<file path="src/common/fog_pkg.sv">
/*
 * Shared definitions for the fiber-optic gyroscope phase-feedback loop.
 * Holds the data widths, the signed sample and phase types, the feedback
 * mode encoding and the packed configuration and DAC word structs.
 * Modules pull it in by a wildcard import in their header.
 */
package fog_pkg;

	// adc sample width
	localparam int ADC_W = 14;
	// phase, step and error width
	localparam int PHASE_W = 32;
	// modulator dac word width
	localparam int DAC_W = 16;
	// gain shift field width, 0..31
	localparam int GAIN_W = 5;

	// raw signed adc sample
	typedef logic signed [ADC_W-1:0] adc_t;

	// phase word, full 32-bit circle
	// wrap in two's complement is the 2pi reset
	typedef logic signed [PHASE_W-1:0] phase_t;

	// feedback mode of the phase ramp
	typedef enum logic [1:0] {
		// loop open, modulation only
		FB_OPEN   = 2'd0,
		// closed loop, ramp scaled by gain_sel
		FB_SHIFT  = 2'd1,
		// closed loop, ramp unscaled
		FB_DIRECT = 2'd2,
		// everything frozen
		FB_HOLD   = 2'd3
	} fb_mode_e;

	// loop configuration from outside, 39 bits
	typedef struct packed {
		fb_mode_e            fb_mode;
		// right shift applied to ramp_pre
		logic [GAIN_W-1:0]   gain_sel;
		// bias modulation depth
		phase_t              mod_amp;
	} loop_cfg_t;

	// word towards the modulator dac, 17 bits
	typedef struct packed {
		// +32767 is +vpi, -32768 is -vpi
		logic signed [DAC_W-1:0] data;
		// one cycle per tau
		logic                    valid;
	} dac_word_t;

endpackage

</file>
<file path="src/rtl/fog_timing.sv">
/*
 * Transit-time sequencer of the gyroscope loop.
 * Counts TAU_CYCLES clocks per tau and alternates even and odd taus.
 * All loop events are decoded here at fixed counts and handed out as
 * single-cycle strobes, so the other blocks need no counter of their own.
 * Strobes are registered from the next count, so they line up with the
 * count they decode and stay low in reset.
 */
`timescale 1ns/1ps

module fog_timing #(
	parameter int TAU_CYCLES = 16
) (
	input  logic i_clk,
	input  logic i_rst_n,
	output logic o_win_sign,
	output logic o_win_end,
	output logic o_mod_trig,
	output logic o_tau_half,
	output logic o_rate_trig,
	output logic o_ramp_trig
);

	localparam int CNT_W = $clog2(TAU_CYCLES);
	localparam logic [CNT_W-1:0] CNT_LAST = CNT_W'(TAU_CYCLES - 1);

	logic [CNT_W-1:0] cnt_q;
	logic [CNT_W-1:0] cnt_nxt;
	// 0 for even tau, 1 for odd tau
	logic             half_q;
	logic             half_nxt;

	// next count, half flips at the tau boundary
	always_comb begin
		if (cnt_q == CNT_LAST) begin
			cnt_nxt  = '0;
			half_nxt = ~half_q;
		end else begin
			cnt_nxt  = cnt_q + 1'b1;
			half_nxt = half_q;
		end
	end

	always_ff @(posedge i_clk or negedge i_rst_n) begin
		if (!i_rst_n) begin
			cnt_q       <= '0;
			half_q      <= 1'b0;
			o_win_end   <= 1'b0;
			o_mod_trig  <= 1'b0;
			o_rate_trig <= 1'b0;
			o_ramp_trig <= 1'b0;
		end else begin
			cnt_q       <= cnt_nxt;
			half_q      <= half_nxt;
			// last count of the odd tau closes the period
			o_win_end   <= (cnt_nxt == CNT_LAST) && half_nxt;
			// start of every tau
			o_mod_trig  <= (cnt_nxt == '0);
			// step is fresh from count 1 on
			o_rate_trig <= (cnt_nxt == CNT_W'(2)) && !half_nxt;
			o_ramp_trig <= (cnt_nxt == CNT_W'(3)) && !half_nxt;
		end
	end

	// demod adds in the even tau, subtracts in the odd one
	assign o_win_sign = ~half_q;
	assign o_tau_half = half_q;

endmodule

</file>
<file path="src/rtl/mod_wave_gen.sv">
/*
 * Square-wave bias modulation for the phase modulator.
 * On each tau start it registers +mod_amp for an even tau and -mod_amp
 * for an odd tau. The value is picked up by the phase ramp at the next
 * tau start, so the ramp always sees the previous tau's level.
 */
`timescale 1ns/1ps

module mod_wave_gen
	import fog_pkg::*;
(
	input  logic   i_clk,
	input  logic   i_rst_n,
	input  logic   i_mod_trig,
	input  logic   i_tau_half,
	input  phase_t i_mod_amp,
	output phase_t o_mod
);

	phase_t mod_q;

	always_ff @(posedge i_clk or negedge i_rst_n) begin
		if (!i_rst_n) begin
			// zero bias until the first tau start
			mod_q <= '0;
		end else if (i_mod_trig) begin
			// odd tau gets the negative half
			if (i_tau_half) begin
				mod_q <= -i_mod_amp;
			end else begin
				mod_q <= i_mod_amp;
			end
		end
	end

	assign o_mod = mod_q;

endmodule

</file>
<file path="src/demod/fog_demod.sv">
/*
 * Square-wave demodulator of the Sagnac error.
 * Each valid ADC sample is sign-extended and added during the even tau,
 * subtracted during the odd tau. At the end of the period the sum,
 * including the last sample, is dumped as the error word and the
 * accumulator restarts from zero. err_valid is a one-cycle strobe at
 * count 0 of the following even tau.
 */
`timescale 1ns/1ps

module fog_demod
	import fog_pkg::*;
(
	input  logic   i_clk,
	input  logic   i_rst_n,
	input  adc_t   i_adc,
	input  logic   i_adc_valid,
	input  logic   i_win_sign,
	input  logic   i_win_end,
	output phase_t o_err,
	output logic   o_err_valid
);

	phase_t sample_ext;
	phase_t term;
	phase_t acc_q;
	phase_t acc_sum;
	phase_t err_q;
	logic   err_valid_q;

	// signed size cast keeps the sign
	assign sample_ext = PHASE_W'(i_adc);

	// contribution of this cycle
	always_comb begin
		if (!i_adc_valid) begin
			term = '0;
		end else if (i_win_sign) begin
			term = sample_ext;
		end else begin
			term = -sample_ext;
		end
	end

	// running sum with this cycle's sample
	assign acc_sum = acc_q + term;

	always_ff @(posedge i_clk or negedge i_rst_n) begin
		if (!i_rst_n) begin
			acc_q       <= '0;
			err_q       <= '0;
			err_valid_q <= 1'b0;
		end else begin
			err_valid_q <= i_win_end;
			if (i_win_end) begin
				// dump the full period and start over
				err_q <= acc_sum;
				acc_q <= '0;
			end else begin
				acc_q <= acc_sum;
			end
		end
	end

	// 32 bits hold far more than 2*TAU_CYCLES full-scale samples
	assign o_err       = err_q;
	assign o_err_valid = err_valid_q;

endmodule

</file>
<file path="src/demod/loop_filter.sv">
/*
 * Integrating loop filter.
 * Every new error word is scaled by 2^-KI_SHIFT and added to the step.
 * The step wraps at 32 bits. It drives the slope of the phase ramp and
 * is also the gyro rate measurement, valid one cycle after the error.
 */
`timescale 1ns/1ps

module loop_filter
	import fog_pkg::*;
#(
	parameter int KI_SHIFT = 2
) (
	input  logic   i_clk,
	input  logic   i_rst_n,
	input  phase_t i_err,
	input  logic   i_err_valid,
	output phase_t o_step,
	output logic   o_step_valid
);

	phase_t err_scaled;
	phase_t step_q;
	logic   step_valid_q;

	// integrator gain, arithmetic so the sign survives
	assign err_scaled = i_err >>> KI_SHIFT;

	always_ff @(posedge i_clk or negedge i_rst_n) begin
		if (!i_rst_n) begin
			step_q       <= '0;
			step_valid_q <= 1'b0;
		end else begin
			step_valid_q <= i_err_valid;
			// once per modulation period
			if (i_err_valid) begin
				step_q <= step_q + err_scaled;
			end
		end
	end

	// step lands at count 1 of the even tau
	assign o_step       = step_q;
	assign o_step_valid = step_valid_q;

endmodule

</file>
<file path="src/phase_ramp/phase_ramp_gen.sv">
/*
 * Phase ramp generator of the closed loop.
 * Accumulates the rate step into ramp_pre, rescales it by the gain shift
 * into the ramp, and adds the bias modulation into the phase word sent
 * to the DAC stage. Overflow of the 32-bit phase is the 2pi reset.
 * The mode and gain shift are taken from a copy of the configuration
 * that is one clock behind the input.
 */
`timescale 1ns/1ps

module phase_ramp_gen
	import fog_pkg::*;
(
	input  logic      i_clk,
	input  logic      i_rst_n,
	input  loop_cfg_t i_cfg,
	input  logic      i_rate_trig,
	input  logic      i_ramp_trig,
	input  logic      i_mod_trig,
	input  phase_t    i_step,
	input  phase_t    i_mod,
	output phase_t    o_phase
);

	fb_mode_e          fb_mode_q;
	logic [GAIN_W-1:0] gain_sel_q;
	phase_t            ramp_pre_q;
	phase_t            ramp_q;
	phase_t            phase_q;

	// mode and shift, one clock late
	always_ff @(posedge i_clk or negedge i_rst_n) begin
		if (!i_rst_n) begin
			fb_mode_q  <= FB_OPEN;
			gain_sel_q <= '0;
		end else begin
			fb_mode_q  <= i_cfg.fb_mode;
			gain_sel_q <= i_cfg.gain_sel;
		end
	end

	always_ff @(posedge i_clk or negedge i_rst_n) begin
		if (!i_rst_n) begin
			ramp_pre_q <= '0;
			ramp_q     <= '0;
			phase_q    <= '0;
		end else begin
			case (fb_mode_q)
				FB_OPEN: begin
					// no ramp, phase follows the bias only
					ramp_pre_q <= '0;
					ramp_q     <= '0;
					phase_q    <= i_mod;
				end
				FB_SHIFT: begin
					// events never overlap, order kept anyway
					if (i_rate_trig) begin
						// step accumulator
						ramp_pre_q <= ramp_pre_q + i_step;
					end else if (i_ramp_trig) begin
						// scale to the dac vpi span
						ramp_q <= ramp_pre_q >>> gain_sel_q;
					end else if (i_mod_trig) begin
						phase_q <= ramp_q + i_mod;
					end
				end
				FB_DIRECT: begin
					if (i_rate_trig) begin
						ramp_pre_q <= ramp_pre_q + i_step;
					end else if (i_ramp_trig) begin
						// unscaled copy
						ramp_q <= ramp_pre_q;
					end else if (i_mod_trig) begin
						phase_q <= ramp_q + i_mod;
					end
				end
				default: begin
					// FB_HOLD, all three registers freeze
					ramp_pre_q <= ramp_pre_q;
					ramp_q     <= ramp_q;
					phase_q    <= phase_q;
				end
			endcase
		end
	end

	// new phase visible from count 1 of the tau
	assign o_phase = phase_q;

endmodule

</file>
<file path="src/rtl/dac_formatter.sv">
/*
 * Output stage towards the modulator DAC.
 * The tau start strobe is delayed by one clock to meet the updated phase,
 * then the top DAC_W bits of the phase are registered with a valid
 * strobe, which is high at count 2 of every tau.
 */
`timescale 1ns/1ps

module dac_formatter
	import fog_pkg::*;
(
	input  logic      i_clk,
	input  logic      i_rst_n,
	input  phase_t    i_phase,
	input  logic      i_mod_trig,
	output dac_word_t o_dac
);

	logic      mod_trig_d;
	dac_word_t dac_q;

	always_ff @(posedge i_clk or negedge i_rst_n) begin
		if (!i_rst_n) begin
			mod_trig_d <= 1'b0;
			dac_q      <= '0;
		end else begin
			// phase settles one edge after mod_trig
			mod_trig_d  <= i_mod_trig;
			dac_q.valid <= mod_trig_d;
			if (mod_trig_d) begin
				// top bits, full circle maps to -vpi..+vpi
				dac_q.data <= i_phase[PHASE_W-1 -: DAC_W];
			end
		end
	end

	assign o_dac = dac_q;

endmodule

</file>
<file path="src/rtl/fog_loop_top.sv">
/*
 * Closed-loop phase-feedback core of the fiber-optic gyroscope.
 * ADC samples are demodulated, integrated into the rate step and turned
 * into a phase ramp plus bias modulation for the modulator DAC. The step
 * is exported as the rate measurement. TAU_CYCLES sets the transit time
 * in clocks, at least 8, and KI_SHIFT the integrator gain.
 */
`timescale 1ns/1ps

module fog_loop_top
	import fog_pkg::*;
#(
	parameter int TAU_CYCLES = 16,
	parameter int KI_SHIFT   = 2
) (
	input  logic      i_clk,
	input  logic      i_rst_n,
	input  adc_t      i_adc,
	input  logic      i_adc_valid,
	input  loop_cfg_t i_cfg,
	output dac_word_t o_dac,
	output phase_t    o_rate,
	output logic      o_rate_valid
);

	// sequencer strobes
	logic   win_sign;
	logic   win_end;
	logic   mod_trig;
	logic   tau_half;
	logic   rate_trig;
	logic   ramp_trig;
	// loop data
	phase_t err;
	logic   err_valid;
	phase_t step;
	phase_t mod;
	phase_t phase;

	fog_timing #(
		.TAU_CYCLES (TAU_CYCLES)
	) u_fog_timing (
		.i_clk       (i_clk),
		.i_rst_n     (i_rst_n),
		.o_win_sign  (win_sign),
		.o_win_end   (win_end),
		.o_mod_trig  (mod_trig),
		.o_tau_half  (tau_half),
		.o_rate_trig (rate_trig),
		.o_ramp_trig (ramp_trig)
	);

	fog_demod u_fog_demod (
		.i_clk       (i_clk),
		.i_rst_n     (i_rst_n),
		.i_adc       (i_adc),
		.i_adc_valid (i_adc_valid),
		.i_win_sign  (win_sign),
		.i_win_end   (win_end),
		.o_err       (err),
		.o_err_valid (err_valid)
	);

	// step doubles as the rate output
	loop_filter #(
		.KI_SHIFT (KI_SHIFT)
	) u_loop_filter (
		.i_clk        (i_clk),
		.i_rst_n      (i_rst_n),
		.i_err        (err),
		.i_err_valid  (err_valid),
		.o_step       (step),
		.o_step_valid (o_rate_valid)
	);

	mod_wave_gen u_mod_wave_gen (
		.i_clk      (i_clk),
		.i_rst_n    (i_rst_n),
		.i_mod_trig (mod_trig),
		.i_tau_half (tau_half),
		.i_mod_amp  (i_cfg.mod_amp),
		.o_mod      (mod)
	);

	phase_ramp_gen u_phase_ramp_gen (
		.i_clk       (i_clk),
		.i_rst_n     (i_rst_n),
		.i_cfg       (i_cfg),
		.i_rate_trig (rate_trig),
		.i_ramp_trig (ramp_trig),
		.i_mod_trig  (mod_trig),
		.i_step      (step),
		.i_mod       (mod),
		.o_phase     (phase)
	);

	dac_formatter u_dac_formatter (
		.i_clk      (i_clk),
		.i_rst_n    (i_rst_n),
		.i_phase    (phase),
		.i_mod_trig (mod_trig),
		.o_dac      (o_dac)
	);

	assign o_rate = step;

endmodule

</file>
<file path="config.mk">
export PLATFORM = sky130hd
export DESIGN_NAME = fog_loop_top
export DESIGN_NICKNAME = d
export VERILOG_FILES = /design/src/common/fog_pkg.sv /design/src/rtl/fog_timing.sv /design/src/rtl/mod_wave_gen.sv /design/src/demod/fog_demod.sv /design/src/demod/loop_filter.sv /design/src/phase_ramp/phase_ramp_gen.sv /design/src/rtl/dac_formatter.sv /design/src/rtl/fog_loop_top.sv
export SDC_FILE = /design/constraint.sdc
export NUM_CORES = 1
export LEC_CHECK = 0
export BUFFER_PORTS_ARGS = -buffer_cell sky130_fd_sc_hd__buf_2
export CORE_AREA = 2 2 130 258
export DETAILED_ROUTE_END_ITERATION = 16
export DIE_AREA = 0 0 132 260
export PLACE_DENSITY_LB_ADDON = 0.25
export SLEW_MARGIN = 20
export SYNTH_ARGS = -nofsm -noshare
export SYNTH_HDL_FRONTEND = slang
export SYNTH_SLANG_ARGS = --single-unit
</file>
<file path="constraint.sdc">
create_clock -name i_clk -period 3.7 [get_ports i_clk]
set_input_delay 0.37 -clock i_clk [delete_from_list [all_inputs] [get_ports i_clk]]
set_output_delay 0.37 -clock i_clk [all_outputs]
set_load 0.05 [all_outputs]
</file>
# Yosys cells after proc, flatten, opt, wreduce, memory -nomap -nowiden
# Index checks and enable logic that the tools add are counted.
dict set report word_totals {
  register_bits 260
  in_bits 56
  out_inout_bits 50
}
dict set report classes {
  n_addsub 7
  eq_ne 14
  shifts 1
  muxes 17
  bitwise_logic 1
  reduce_logical 12
}
# op n
set op_table {}
lappend op_table {{two-way mux 32 bit} 12}
lappend op_table {{one-hot mux 32 bit (2 select lines)} 2}
lappend op_table {{adder 32 bit} 3}
lappend op_table {{one-hot mux 32 bit (3 select lines)} 1}
lappend op_table {{adder 32 x 30 -> 32 bit} 1}
lappend op_table {{negator 14 -> 32 bit} 1}
lappend op_table {{negator 32 bit} 1}
lappend op_table {{>>> shifter 32 x 5 -> 32 bit} 1}
lappend op_table {{!= test 2 bit (second input constant)} 6}
lappend op_table {{== test 4 x 2 -> 1 bit (second input constant)} 2}
lappend op_table {{== test 4 bit (second input constant)} 2}
lappend op_table {{AND reduction 5 bit} 1}
lappend op_table {{adder 4 x 1 -> 4 bit (second input constant)} 1}
lappend op_table {{zero test 4 bit} 1}
lappend op_table {{two-way mux 4 bit} 1}
lappend op_table {{!= test 2 x 1 -> 1 bit (second input constant)} 2}
lappend op_table {{AND reduction 4 bit} 1}
lappend op_table {{logical AND 1 bit} 3}
lappend op_table {{nonzero test 3 bit} 1}
lappend op_table {{== test 2 x 1 -> 1 bit (second input constant)} 1}
lappend op_table {{== test 2 bit (second input constant)} 1}
lappend op_table {{zero test 2 bit} 1}
lappend op_table {{AND reduction 2 bit} 1}
lappend op_table {{nonzero test 2 bit} 1}
lappend op_table {{4 further kinds} 4}

# Depth between registers and ports, before layout
# Gate-level depths: netlist of run 1.
dict set report depth {
  word_depth 5
  depth_mapped 17
  ltp_nobuf 17
}

# Hierarchy
# From an unflattened synthesis of run 1, not the netlist that was laid out.
dict set report unflattened {
  cells_unflattened 2198
  hier_area_um2 19610.1
}
# module instances cells_per_inst area_per_inst_um2
set by_module_without_submodules {}
lappend by_module_without_submodules {phase_ramp_gen 1 1068 8992.4}
lappend by_module_without_submodules {fog_demod 1 486 4456.8}
lappend by_module_without_submodules {loop_filter 1 306 2845.2}
lappend by_module_without_submodules {mod_wave_gen 1 262 2183.3}
lappend by_module_without_submodules {dac_formatter 1 36 699.4}
lappend by_module_without_submodules {fog_timing 1 40 432.9}

# Least setup slack after synthesis of run 1
# OpenSTA, ideal clock, no wires.
dict set report synth_timing {
  path_kind {input to register}
  start {input i_adc[5]}
  end {register u_fog_demod.err_q[30] (netlist: u_fog_demod.o_err[30])}
  t_arrival_ps 3703
  required_time_ps 3559
  path_slack_ps -144
  path_stages 16
  path_buffers 0
  cell_sequence {nor4_1 -> nand2_1 -> or4_1 -> o21ai_0 -> xnor2_1 -> and2_1 -> ha_1 -> a21o_1 -> a221oi_1 -> o21ai_0 -> nor2_1 -> o211ai_1 -> a211o_1 -> a31oi_1 -> xor2_1 -> mux2i_1}
}
dict set report synth_between {
  elab_chain_cells 4
}
# item line
set synth_rtl {}
lappend synth_rtl {{start: declaration} fog_loop_top.sv:18} ;# input adc_t i_adc,
lappend synth_rtl {{negator 14 -> 32 bit} fog_demod.sv:41} ;# term = -sample_ext;
lappend synth_rtl {{two-way mux 32 bit (*)} fog_demod.sv:38} ;# end else if (i_win_sign) begin
lappend synth_rtl {{two-way mux 32 bit (*)} fog_demod.sv:36} ;# if (!i_adc_valid) begin
lappend synth_rtl {{adder 32 bit (*)} fog_demod.sv:46} ;# assign acc_sum = acc_q + term;
lappend synth_rtl {{end signal: assignment} fog_demod.sv:57} ;# err_q <= acc_sum;
lappend synth_rtl {{end: declaration} fog_demod.sv:28} ;# phase_t err_q;
# Mark *: on every way between the ends. The rest lies on a longest branch, timed or not.
# A chain may end at the register's enable or synchronous reset.

# Worst setup path after layout of run 1
# Ends and elaborated chain as after synthesis.

==> out/summary.md, run 1 <==
### GRT
* via count of the first global-routing pass: 15.4k
* wire length of the first global-routing pass: 76200 um
* pin count of the biggest net entering global routing: 87
* gr usage total: 27.8%
* total global routing overflow: 0
* number of antenna violations at the first check in global routing: 0

### Clock tree
* TritonCTS clock tree: done
* Num CTS Buffers: 24
* root buffer cell: sky130_fd_sc_hd__clkbuf_16
* number of clock sinks seen by CTS: 242
* worst skew pair latency: 540 ps
* number of H-tree levels: 1
* maximum root-to-sink buffer count: 3
* clock slew at reported path FFs: 70 ps

### STA
* unrepaired setup endpoints after global routing: false
* count of endpoints failing hold in the final timing report: 0
* Slew headroom: 42.9%
* pin slew with the least headroom to its limit: 856 ps
* crit path time final: 3480 ps
* Slew Limit Fails: 0
* final setup violation count: 0
* Layout Skew: 11.6 ps
* Fmax: 0.287 GHz
* period utilization: 94.0%
* hold slack: 101 ps
* crit path setup slack, layout: 221 ps

### Route
* via density per instance: 5.82
* routed len/inst: 18.7 um
* starting DRC count in detailed routing: 628
* count of antenna-violating nets left after detailed routing: 0
* wire length reported by the detailed router: 48100 um
* drt first pass iters: 5
* DRC violation count after routing: 0
* vias after detailed routing: 15.0k

### Placement
* Buffers on Ports: 105
* Place WS: -563 ps
* Placed Instance Area: 0.0191 mm2
* Cell Count Post-Placement: 2519
* routability congestion estimate from global placement: 0.971
* post-detailed-placement half-perimeter wirelength: 38400 um

### Status
* status: completed

### Logic synthesis
* prevailing post-synth register cell: sky130_fd_sc_hd__dfrtp_1
* Synth top area share: 34.5%
* Post-synth EDFFs: 0
* total of flip-flops plus latches after synthesis: 242
* portion of the post-synthesis area used by sequential elements: 34.5%
* Post-Synth Adder-Cell Area: 9.96%
* main combinational cell family by area after synthesis: compound AO/OA/AOI/OAI gates
* per-instance average area after synthesis: 8.91 um2
* synthesized-area fraction occupied by ao, oa, aoi and oai cells: 21.6%
* instance count of the mapped netlist: 1972
* summed instance area of the synthesized netlist: 0.0176 mm2
* cell type contributing the most total cell area after synthesis: sky130_fd_sc_hd__dfrtp_1
* top area cells in the synthesized netlist: sky130_fd_sc_hd__dfrtp_1 (34%), sky130_fd_sc_hd__ha_1 (9.6%), sky130_fd_sc_hd__o21ai_0 (5.1%), sky130_fd_sc_hd__a21oi_1 (4.8%), sky130_fd_sc_hd__mux2i_1 (4.7%)
* Syn Nets: 2166
* most numerous cell types in the synthesized netlist: sky130_fd_sc_hd__dfrtp_1 (242), sky130_fd_sc_hd__nand2_1 (189), sky130_fd_sc_hd__o21ai_0 (178)
* share of the synthesized netlist area taken by xor and xnor gates: 6.58%
* multiplexer area fraction after synthesis: 9.22%
* Yosys warning total: 0
* simple-gate portion of the synthesized area: 14.1%
* most numerous cell in the Yosys netlist: sky130_fd_sc_hd__dfrtp_1
* ys async rst share: 100%
* number of distinct library cell variants in the gate-level netlist after synthesis: 73

### Worst setup path
* sort of element at the start of the critical path: input pin
* number of cells on the worst reg-to-reg path: 10
* start-to-end type of the worst setup path: in -> reg
* largest fanout on the critical path: 5
* Crit. End Element: flop
* Worst Path Required: 4110 ps
* Data arrival, critical path: 3890 ps

### Power
* static leakage: 9.52 nW
* largest voltage drop on the vdd net: 482 uV
* register share of total power: 27.5%
* reported net switching power: 6.23 mW
* Total Power: 14.3 mW
* internal cell power: 8.10 mW
* logic gate share of total power: 54.0%
* Power per Cell Area: 714 mW/mm2
* Clk network pwr share: 18.5%
* fraction of power spent switching nets: 43.5%

### Die
* site row count: 93
* die outline height: 260 um
* initial core utilization: 54.5%
* Std-Cell Core Area: 0.0322 mm2
* full die area: 0.0343 mm2
* boundary pin count: 106
* Die X: 132 um

### Job
* total of max-cap violations: 0

### Cells and area
* proportion of layout cells with a drive suffix above 1: 16.8%
* layout-stage area growth over the synthesis result: 14.3%
* Nets: 2321
* antenna cell count: 0
* number of cells in the finished layout apart from fillers: 2572
* post-layout instance area: 0.0201 mm2

### Min path
* number of stages on the worst hold path: 2
* class of the tightest hold or removal check: in -> reg

critical path: stages:
cell and delay, ps:
sky130_fd_sc_hd__buf_2 120, sky130_fd_sc_hd__nor4_4 290, sky130_fd_sc_hd__nand2_1 120, sky130_fd_sc_hd__or4_1 460, sky130_fd_sc_hd__o21ai_2 150, sky130_fd_sc_hd__xnor2_1 70, sky130_fd_sc_hd__and2_1 150, sky130_fd_sc_hd__ha_1 320
sky130_fd_sc_hd__a21o_1 200, sky130_fd_sc_hd__a221oi_2 280, sky130_fd_sc_hd__o21ai_2 140, sky130_fd_sc_hd__nor2_2 190, sky130_fd_sc_hd__o211ai_1 100, sky130_fd_sc_hd__buf_4 180, sky130_fd_sc_hd__a211o_1 260, sky130_fd_sc_hd__a31oi_1 200
sky130_fd_sc_hd__xor2_1 190, sky130_fd_sc_hd__mux2i_1 100
cells in the final DEF (no fill, tap or decap), types with 8 or more instances in the layout:
cell type                       instances
sky130_fd_sc_hd__dfrtp_1              239
sky130_fd_sc_hd__nand2_1              189
sky130_fd_sc_hd__o21ai_0              175
sky130_fd_sc_hd__a21oi_1              166
sky130_fd_sc_hd__nor2_1               153
sky130_fd_sc_hd__ha_1                 135
sky130_fd_sc_hd__buf_4                112
sky130_fd_sc_hd__buf_2                104
sky130_fd_sc_hd__mux2i_1               83
sky130_fd_sc_hd__inv_1                 77
sky130_fd_sc_hd__xnor2_1               73
sky130_fd_sc_hd__a21o_1                61
sky130_fd_sc_hd__xor2_1                59
sky130_fd_sc_hd__mux2_2                50
sky130_fd_sc_hd__nand3_1               32
sky130_fd_sc_hd__o21a_1                29
sky130_fd_sc_hd__a22oi_1               29
sky130_fd_sc_hd__clkbuf_16             25
sky130_fd_sc_hd__o21bai_1              22
sky130_fd_sc_hd__nor2b_1               19
sky130_fd_sc_hd__o31ai_1               19
sky130_fd_sc_hd__a211oi_1              18
sky130_fd_sc_hd__and2_1                17
sky130_fd_sc_hd__nand2b_1              17
sky130_fd_sc_hd__a31oi_1               16
sky130_fd_sc_hd__nor3_1                14
sky130_fd_sc_hd__nand4_1               14
sky130_fd_sc_hd__o211ai_1              13
sky130_fd_sc_hd__and3_1                10
sky130_fd_sc_hd__mux4_2                10
sky130_fd_sc_hd__nor4_1                 9
sky130_fd_sc_hd__nor3b_1                9
sky130_fd_sc_hd__a21boi_0               8
sky130_fd_sc_hd__or3_1                  8
sky130_fd_sc_hd__dlygate4sd3_1          8
stage by stage:
| stage | utilization [%] | setup TNS, ps |
|---|---|---|
| global placement | 59.2 | -9720 |
| CTS | 62.1 | 0 |
| global route | 62.3 | 0 |
| detailed placement | 59.2 | -10680 |
| floorplan | - | 0 |
| finish | 62.3 | 0 |
cell families after synthesis:
family | Yosys count
flops | 242
mux | 143
compound gates | 613
xor+xnor | 132
fa+ha+maj | 138
simple gates | 529
buf+inv | 175
state kept, by name, indices dropped and copies added, names as in the netlist, 2 cells and up:
signal                       count
u_phase_ramp_gen.ramp_pre_q     32
u_phase_ramp_gen.gain_sel_q      5
u_loop_filter.o_step            32
u_fog_timing.cnt_q               4
u_fog_demod.o_err               30
u_dac_formatter.o_dac           17
u_phase_ramp_gen.fb_mode_q       2
u_mod_wave_gen.o_mod            32
u_phase_ramp_gen.o_phase        16
u_phase_ramp_gen.ramp_q         32
u_fog_demod.acc_q               32
final cells by class:
| class | count | area, um2 |
|---|---|---|
| Timing Repair Buffer | 226 | 1480 |
| Inverter | 78 | 293 |
| Sequential cell | 242 | 6060 |
| Multi-Input combinational cell | 1555 | 10900 |
| Fill cell | 2853 | 12200 |
| Clock buffer | 34 | 719 |
| Clock inverter | 10 | 129 |
| Tap cell | 427 | 534 |
per-layer routing:
metal  vias to the layer above  share of wire, %  wire (um)  track usage, %
li1                       7392                 -          -               -
met1                      7096                33      15800            24.8
met2                       313                56      27100            56.2
met3                       159               3.0       1420            2.92
met4                         0               8.0       3820            19.9
met5                         -                 0          0               0
path summary, 6_finish.rpt:
check	startpoint	to	slack [ps]
worst max-delay path	i_adc[5]	u_fog_demod.o_err[30]	220
worst min-delay path	i_cfg[0]	u_mod_wave_gen.o_mod[0]	100
worst max register to register	u_loop_filter.o_step[1]	u_loop_filter.o_step[29]	260
worst min register to register	u_phase_ramp_gen.o_phase[17]	u_phase_ramp_gen.o_phase[17]	480
max in group asynchronous	i_rst_n	u_fog_demod.o_err[13]	2270
min in group asynchronous	i_rst_n	u_dac_formatter.o_dac[13]	410
power by group through the flow:
stage | registers [mW] | logic, mW | clock network, mW
floorplan | 4.51 | 4.97 | 0
global placement | 3.96 | 7.47 | 0
detailed placement | 3.97 | 7.65 | 0
CTS | 3.94 | 7.70 | 2.69
global route | 4.03 | 8.56 | 2.81
finish | 3.94 | 7.74 | 2.64
timing repair:
action / in CTS / in global routing
hold buffers: 8 / 0
endpoints found under the setup margin: 2 / 18
hold endpoints to repair: 89 / 0
gates resized for setup: 1 / 12
pin swaps: 0 / 1
cloned: 0 / 0
buffers inserted: 0 / 1
Note: power is estimated with default switching activity, not from simulation.
==> run 2, diff against run 1 <==
--- a/config.mk
+++ b/config.mk
@@ -10,6 +10,7 @@
 export DETAILED_ROUTE_END_ITERATION = 16
 export DIE_AREA = 0 0 132 260
 export PLACE_DENSITY_LB_ADDON = 0.25
+export REMOVE_ABC_BUFFERS = 1
 export SLEW_MARGIN = 20
 export SYNTH_ARGS = -nofsm -noshare
 export SYNTH_HDL_FRONTEND = slang
==> run 2 against run 1 <==
Cell area grew 1.0%; clock skew is essentially flat; utilization grew 0.63 points; sequential power is essentially flat; non-clock buffer count grew 11; worst hold slack lost 7.0 ps; wire length grew 0.50%; via count grew 0.91%; count of clock-buffer cells in the layout grew 5; critical path depth is the same; sequential share of layout area shrank 0.30 points; worst setup slack lost 96 ps.
==> out/summary.md, run 2 (synthesis results as in run 1) <==
### Status
* status: completed

### Clock tree
* maximum root-to-sink buffer count: 3
* TritonCTS clock tree: done
* Num CTS Buffers: 25
* number of H-tree levels: 1
* worst skew pair latency: 540 ps
* clock slew at reported path FFs: 60 ps
* number of clock sinks seen by CTS: 242
* root buffer cell: sky130_fd_sc_hd__clkbuf_16

### Placement
* routability congestion estimate from global placement: 1.05
* post-detailed-placement half-perimeter wirelength: 38200 um
* Placed Instance Area: 0.0192 mm2
* Buffers on Ports: 105

### Cells and area
* proportion of layout cells with a drive suffix above 1: 17.5%
* commonest non-fill, non-tap cell in the layout: sky130_fd_sc_hd__dfrtp_1
* commonest non-fill, non-tap cells in the layout: sky130_fd_sc_hd__dfrtp_1 (239), sky130_fd_sc_hd__nand2_1 (189), sky130_fd_sc_hd__o21ai_0 (176)
* post-layout instance area: 0.0203 mm2
* Nets: 2333
* combined flip-flop and latch cell area: 0.00606 mm2
* utilization of the core after routing: 62.9%
* number of fillers in the final layout: 2796
* layout-stage area growth over the synthesis result: 15.5%
* antenna cell count: 0
* area occupied by multi-input gates: 0.0110 mm2

### Route
* count of antenna-violating nets left after detailed routing: 0
* routed len/inst: 18.7 um
* via density per instance: 5.84
* drt first pass iters: 7
* wire length reported by the detailed router: 48300 um
* vias after detailed routing: 15.1k
* starting DRC count in detailed routing: 449
* DRC violation count after routing: 0

### Job
* total of max-cap violations: 0

### GRT
* wire length of the first global-routing pass: 78800 um
* GR Layer Usage met3: 3.41%
* via count of the first global-routing pass: 15.9k
* total global routing overflow: 0
* gr usage total: 28.3%
* pin count of the biggest net entering global routing: 81
* grt met2 use: 58.0%
* global routing usage on met1: 25.5%
* number of antenna violations at the first check in global routing: 0
* Most Used Layer, Global Route: met2

### Worst setup path
* highest cell delay on the worst timing path: 420 ps
* kind of cell adding the most delay to the critical path: compound AO/OA/AOI/OAI gates
* sum of buffers and inverters on the critical path: 2
* start-to-end type of the worst setup path: in -> reg
* register-to-register setup slack: 160 ps
* Crit. End Element: flop
* Data arrival, critical path: 3960 ps
* slowest cell on the critical path: sky130_fd_sc_hd__or4_1
* list of cells traversed by the critical path: buf_6 > nor4_4 > nand2_1 > or4_1 > o21ai_0 > xnor2_1 > and2_1 > ha_1 > a21o_1 > a221oi_2 > o21ai_1 > buf_4 > nor2_4 > o211ai_1 > a211o_1 > a31oi_2 > xor2_1 > mux2i_1
* Worst Path Required: 4090 ps
* largest fanout on the critical path: 4
* sort of element at the start of the critical path: input pin

### STA
* Fmax: 0.280 GHz
* final setup violation count: 0
* Slew headroom: 46.3%
* period utilization: 96.6%
* count of endpoints failing hold in the final timing report: 0
* pin slew with the least headroom to its limit: 806 ps
* crit path time final: 3580 ps
* aggregate negative setup slack: 0 ps
* unrepaired setup endpoints after global routing: true
* Layout Skew: 11.1 ps
* Slew Limit Fails: 0

### Die
* Std-Cell Core Area: 0.0322 mm2
* Die X: 132 um
* die outline height: 260 um
* boundary pin count: 106
* initial core utilization: 54.5%
* site row count: 93
* full die area: 0.0343 mm2

### Power
* largest voltage drop on the vdd net: 429 uV
* Power per Cell Area: 715 mW/mm2
* Total Power: 14.5 mW
* static leakage: 9.59 nW

### Min path
* class of the tightest hold or removal check: in -> reg

-- run 2: cell types whose count changed in the layout (fill, tap and decap cells not counted), sizes merged --
| cell | change |
|---|---|
| buf | +11 |
| bufinv | -1 |
| clkbuf | +5 |
| clkinv | -4 |
| clkinvlp | +2 |
| inv | -1 |
-- run 2: repair_timing --
action | in CTS | in global routing
endpoints found under the hold margin | 84 | 0
hold buffers | 8 | 0
resized for setup | 5 | 28
setup endpoints to repair | 10 | 30
setup buffers | 0 | 5
pin swaps | 1 | 18
-- run 2: worst paths after layout --
kind | startpoint | to | cells after the start
max | i_adc[2] | u_fog_demod.o_err[30] | 18
min | i_cfg[0] | u_mod_wave_gen.o_mod[0] | 2
max reg2reg | u_fog_timing.o_tau_half | u_fog_demod.o_err[30] | 14
min reg2reg | u_phase_ramp_gen.o_phase[19] | u_phase_ramp_gen.o_phase[19] | 2
max in group asynchronous | i_rst_n | u_fog_demod.acc_q[27] | 3
min in group asynchronous | i_rst_n | u_mod_wave_gen.o_mod[2] | 2
-- run 2: cell type report --
cell class	instances	area share, %
timing repair buffer	237	7.89
sequential	242	29.9
clock inverter	6	0.419
tap	427	2.63
clock buffer	39	3.69
multi-input combinational	1555	54.1
inverter	78	1.44
-- run 2: per-stage QoR --
stage,hold WS [ps],std cells,worst slack (ps)
3_5_place_dp,401,2526,-693
3_3_place_gp,396,2526,-671
6_report,94.3,2584,125
4_1_cts,74.8,2579,46.9
2_1_floorplan,74.4,1875,-226
5_1_grt,102,2584,-92.2
-- run 2: per-layer routing --
layer | vias to the layer above | part of all wire (%)
met5 | - | 0
met3 | 156 | 3.1
met2 | 292 | 57
met1 | 7227 | 33
met4 | 0 | 6.7
li1 | 7421 | -
-- run 2: where the power goes --
part | total [mW] | internal [mW] | switching, mW | leakage, nW
Combinational | 7.96 | 3.29 | 4.68 | 6.20
Sequential | 3.93 | 3.33 | 0.595 | 2.98
Clock | 2.61 | 1.52 | 1.08 | 0.403
Total | 14.5 | 8.14 | 6.35 | 9.59
-- run 2: worst reg2reg max path: stages, from the launching register on --
cell and delay (ps):
sky130_fd_sc_hd__dfrtp_2 520, sky130_fd_sc_hd__buf_4 240, sky130_fd_sc_hd__nand2_1 80, sky130_fd_sc_hd__a21oi_1 430, sky130_fd_sc_hd__o21a_1 180, sky130_fd_sc_hd__ha_1 240
sky130_fd_sc_hd__buf_4 150, sky130_fd_sc_hd__a21o_1 160, sky130_fd_sc_hd__a21o_1 160, sky130_fd_sc_hd__a21oi_1 170, sky130_fd_sc_hd__o211ai_1 220, sky130_fd_sc_hd__a211o_1 360
sky130_fd_sc_hd__a31oi_2 190, sky130_fd_sc_hd__xor2_1 190, sky130_fd_sc_hd__mux2i_1 100
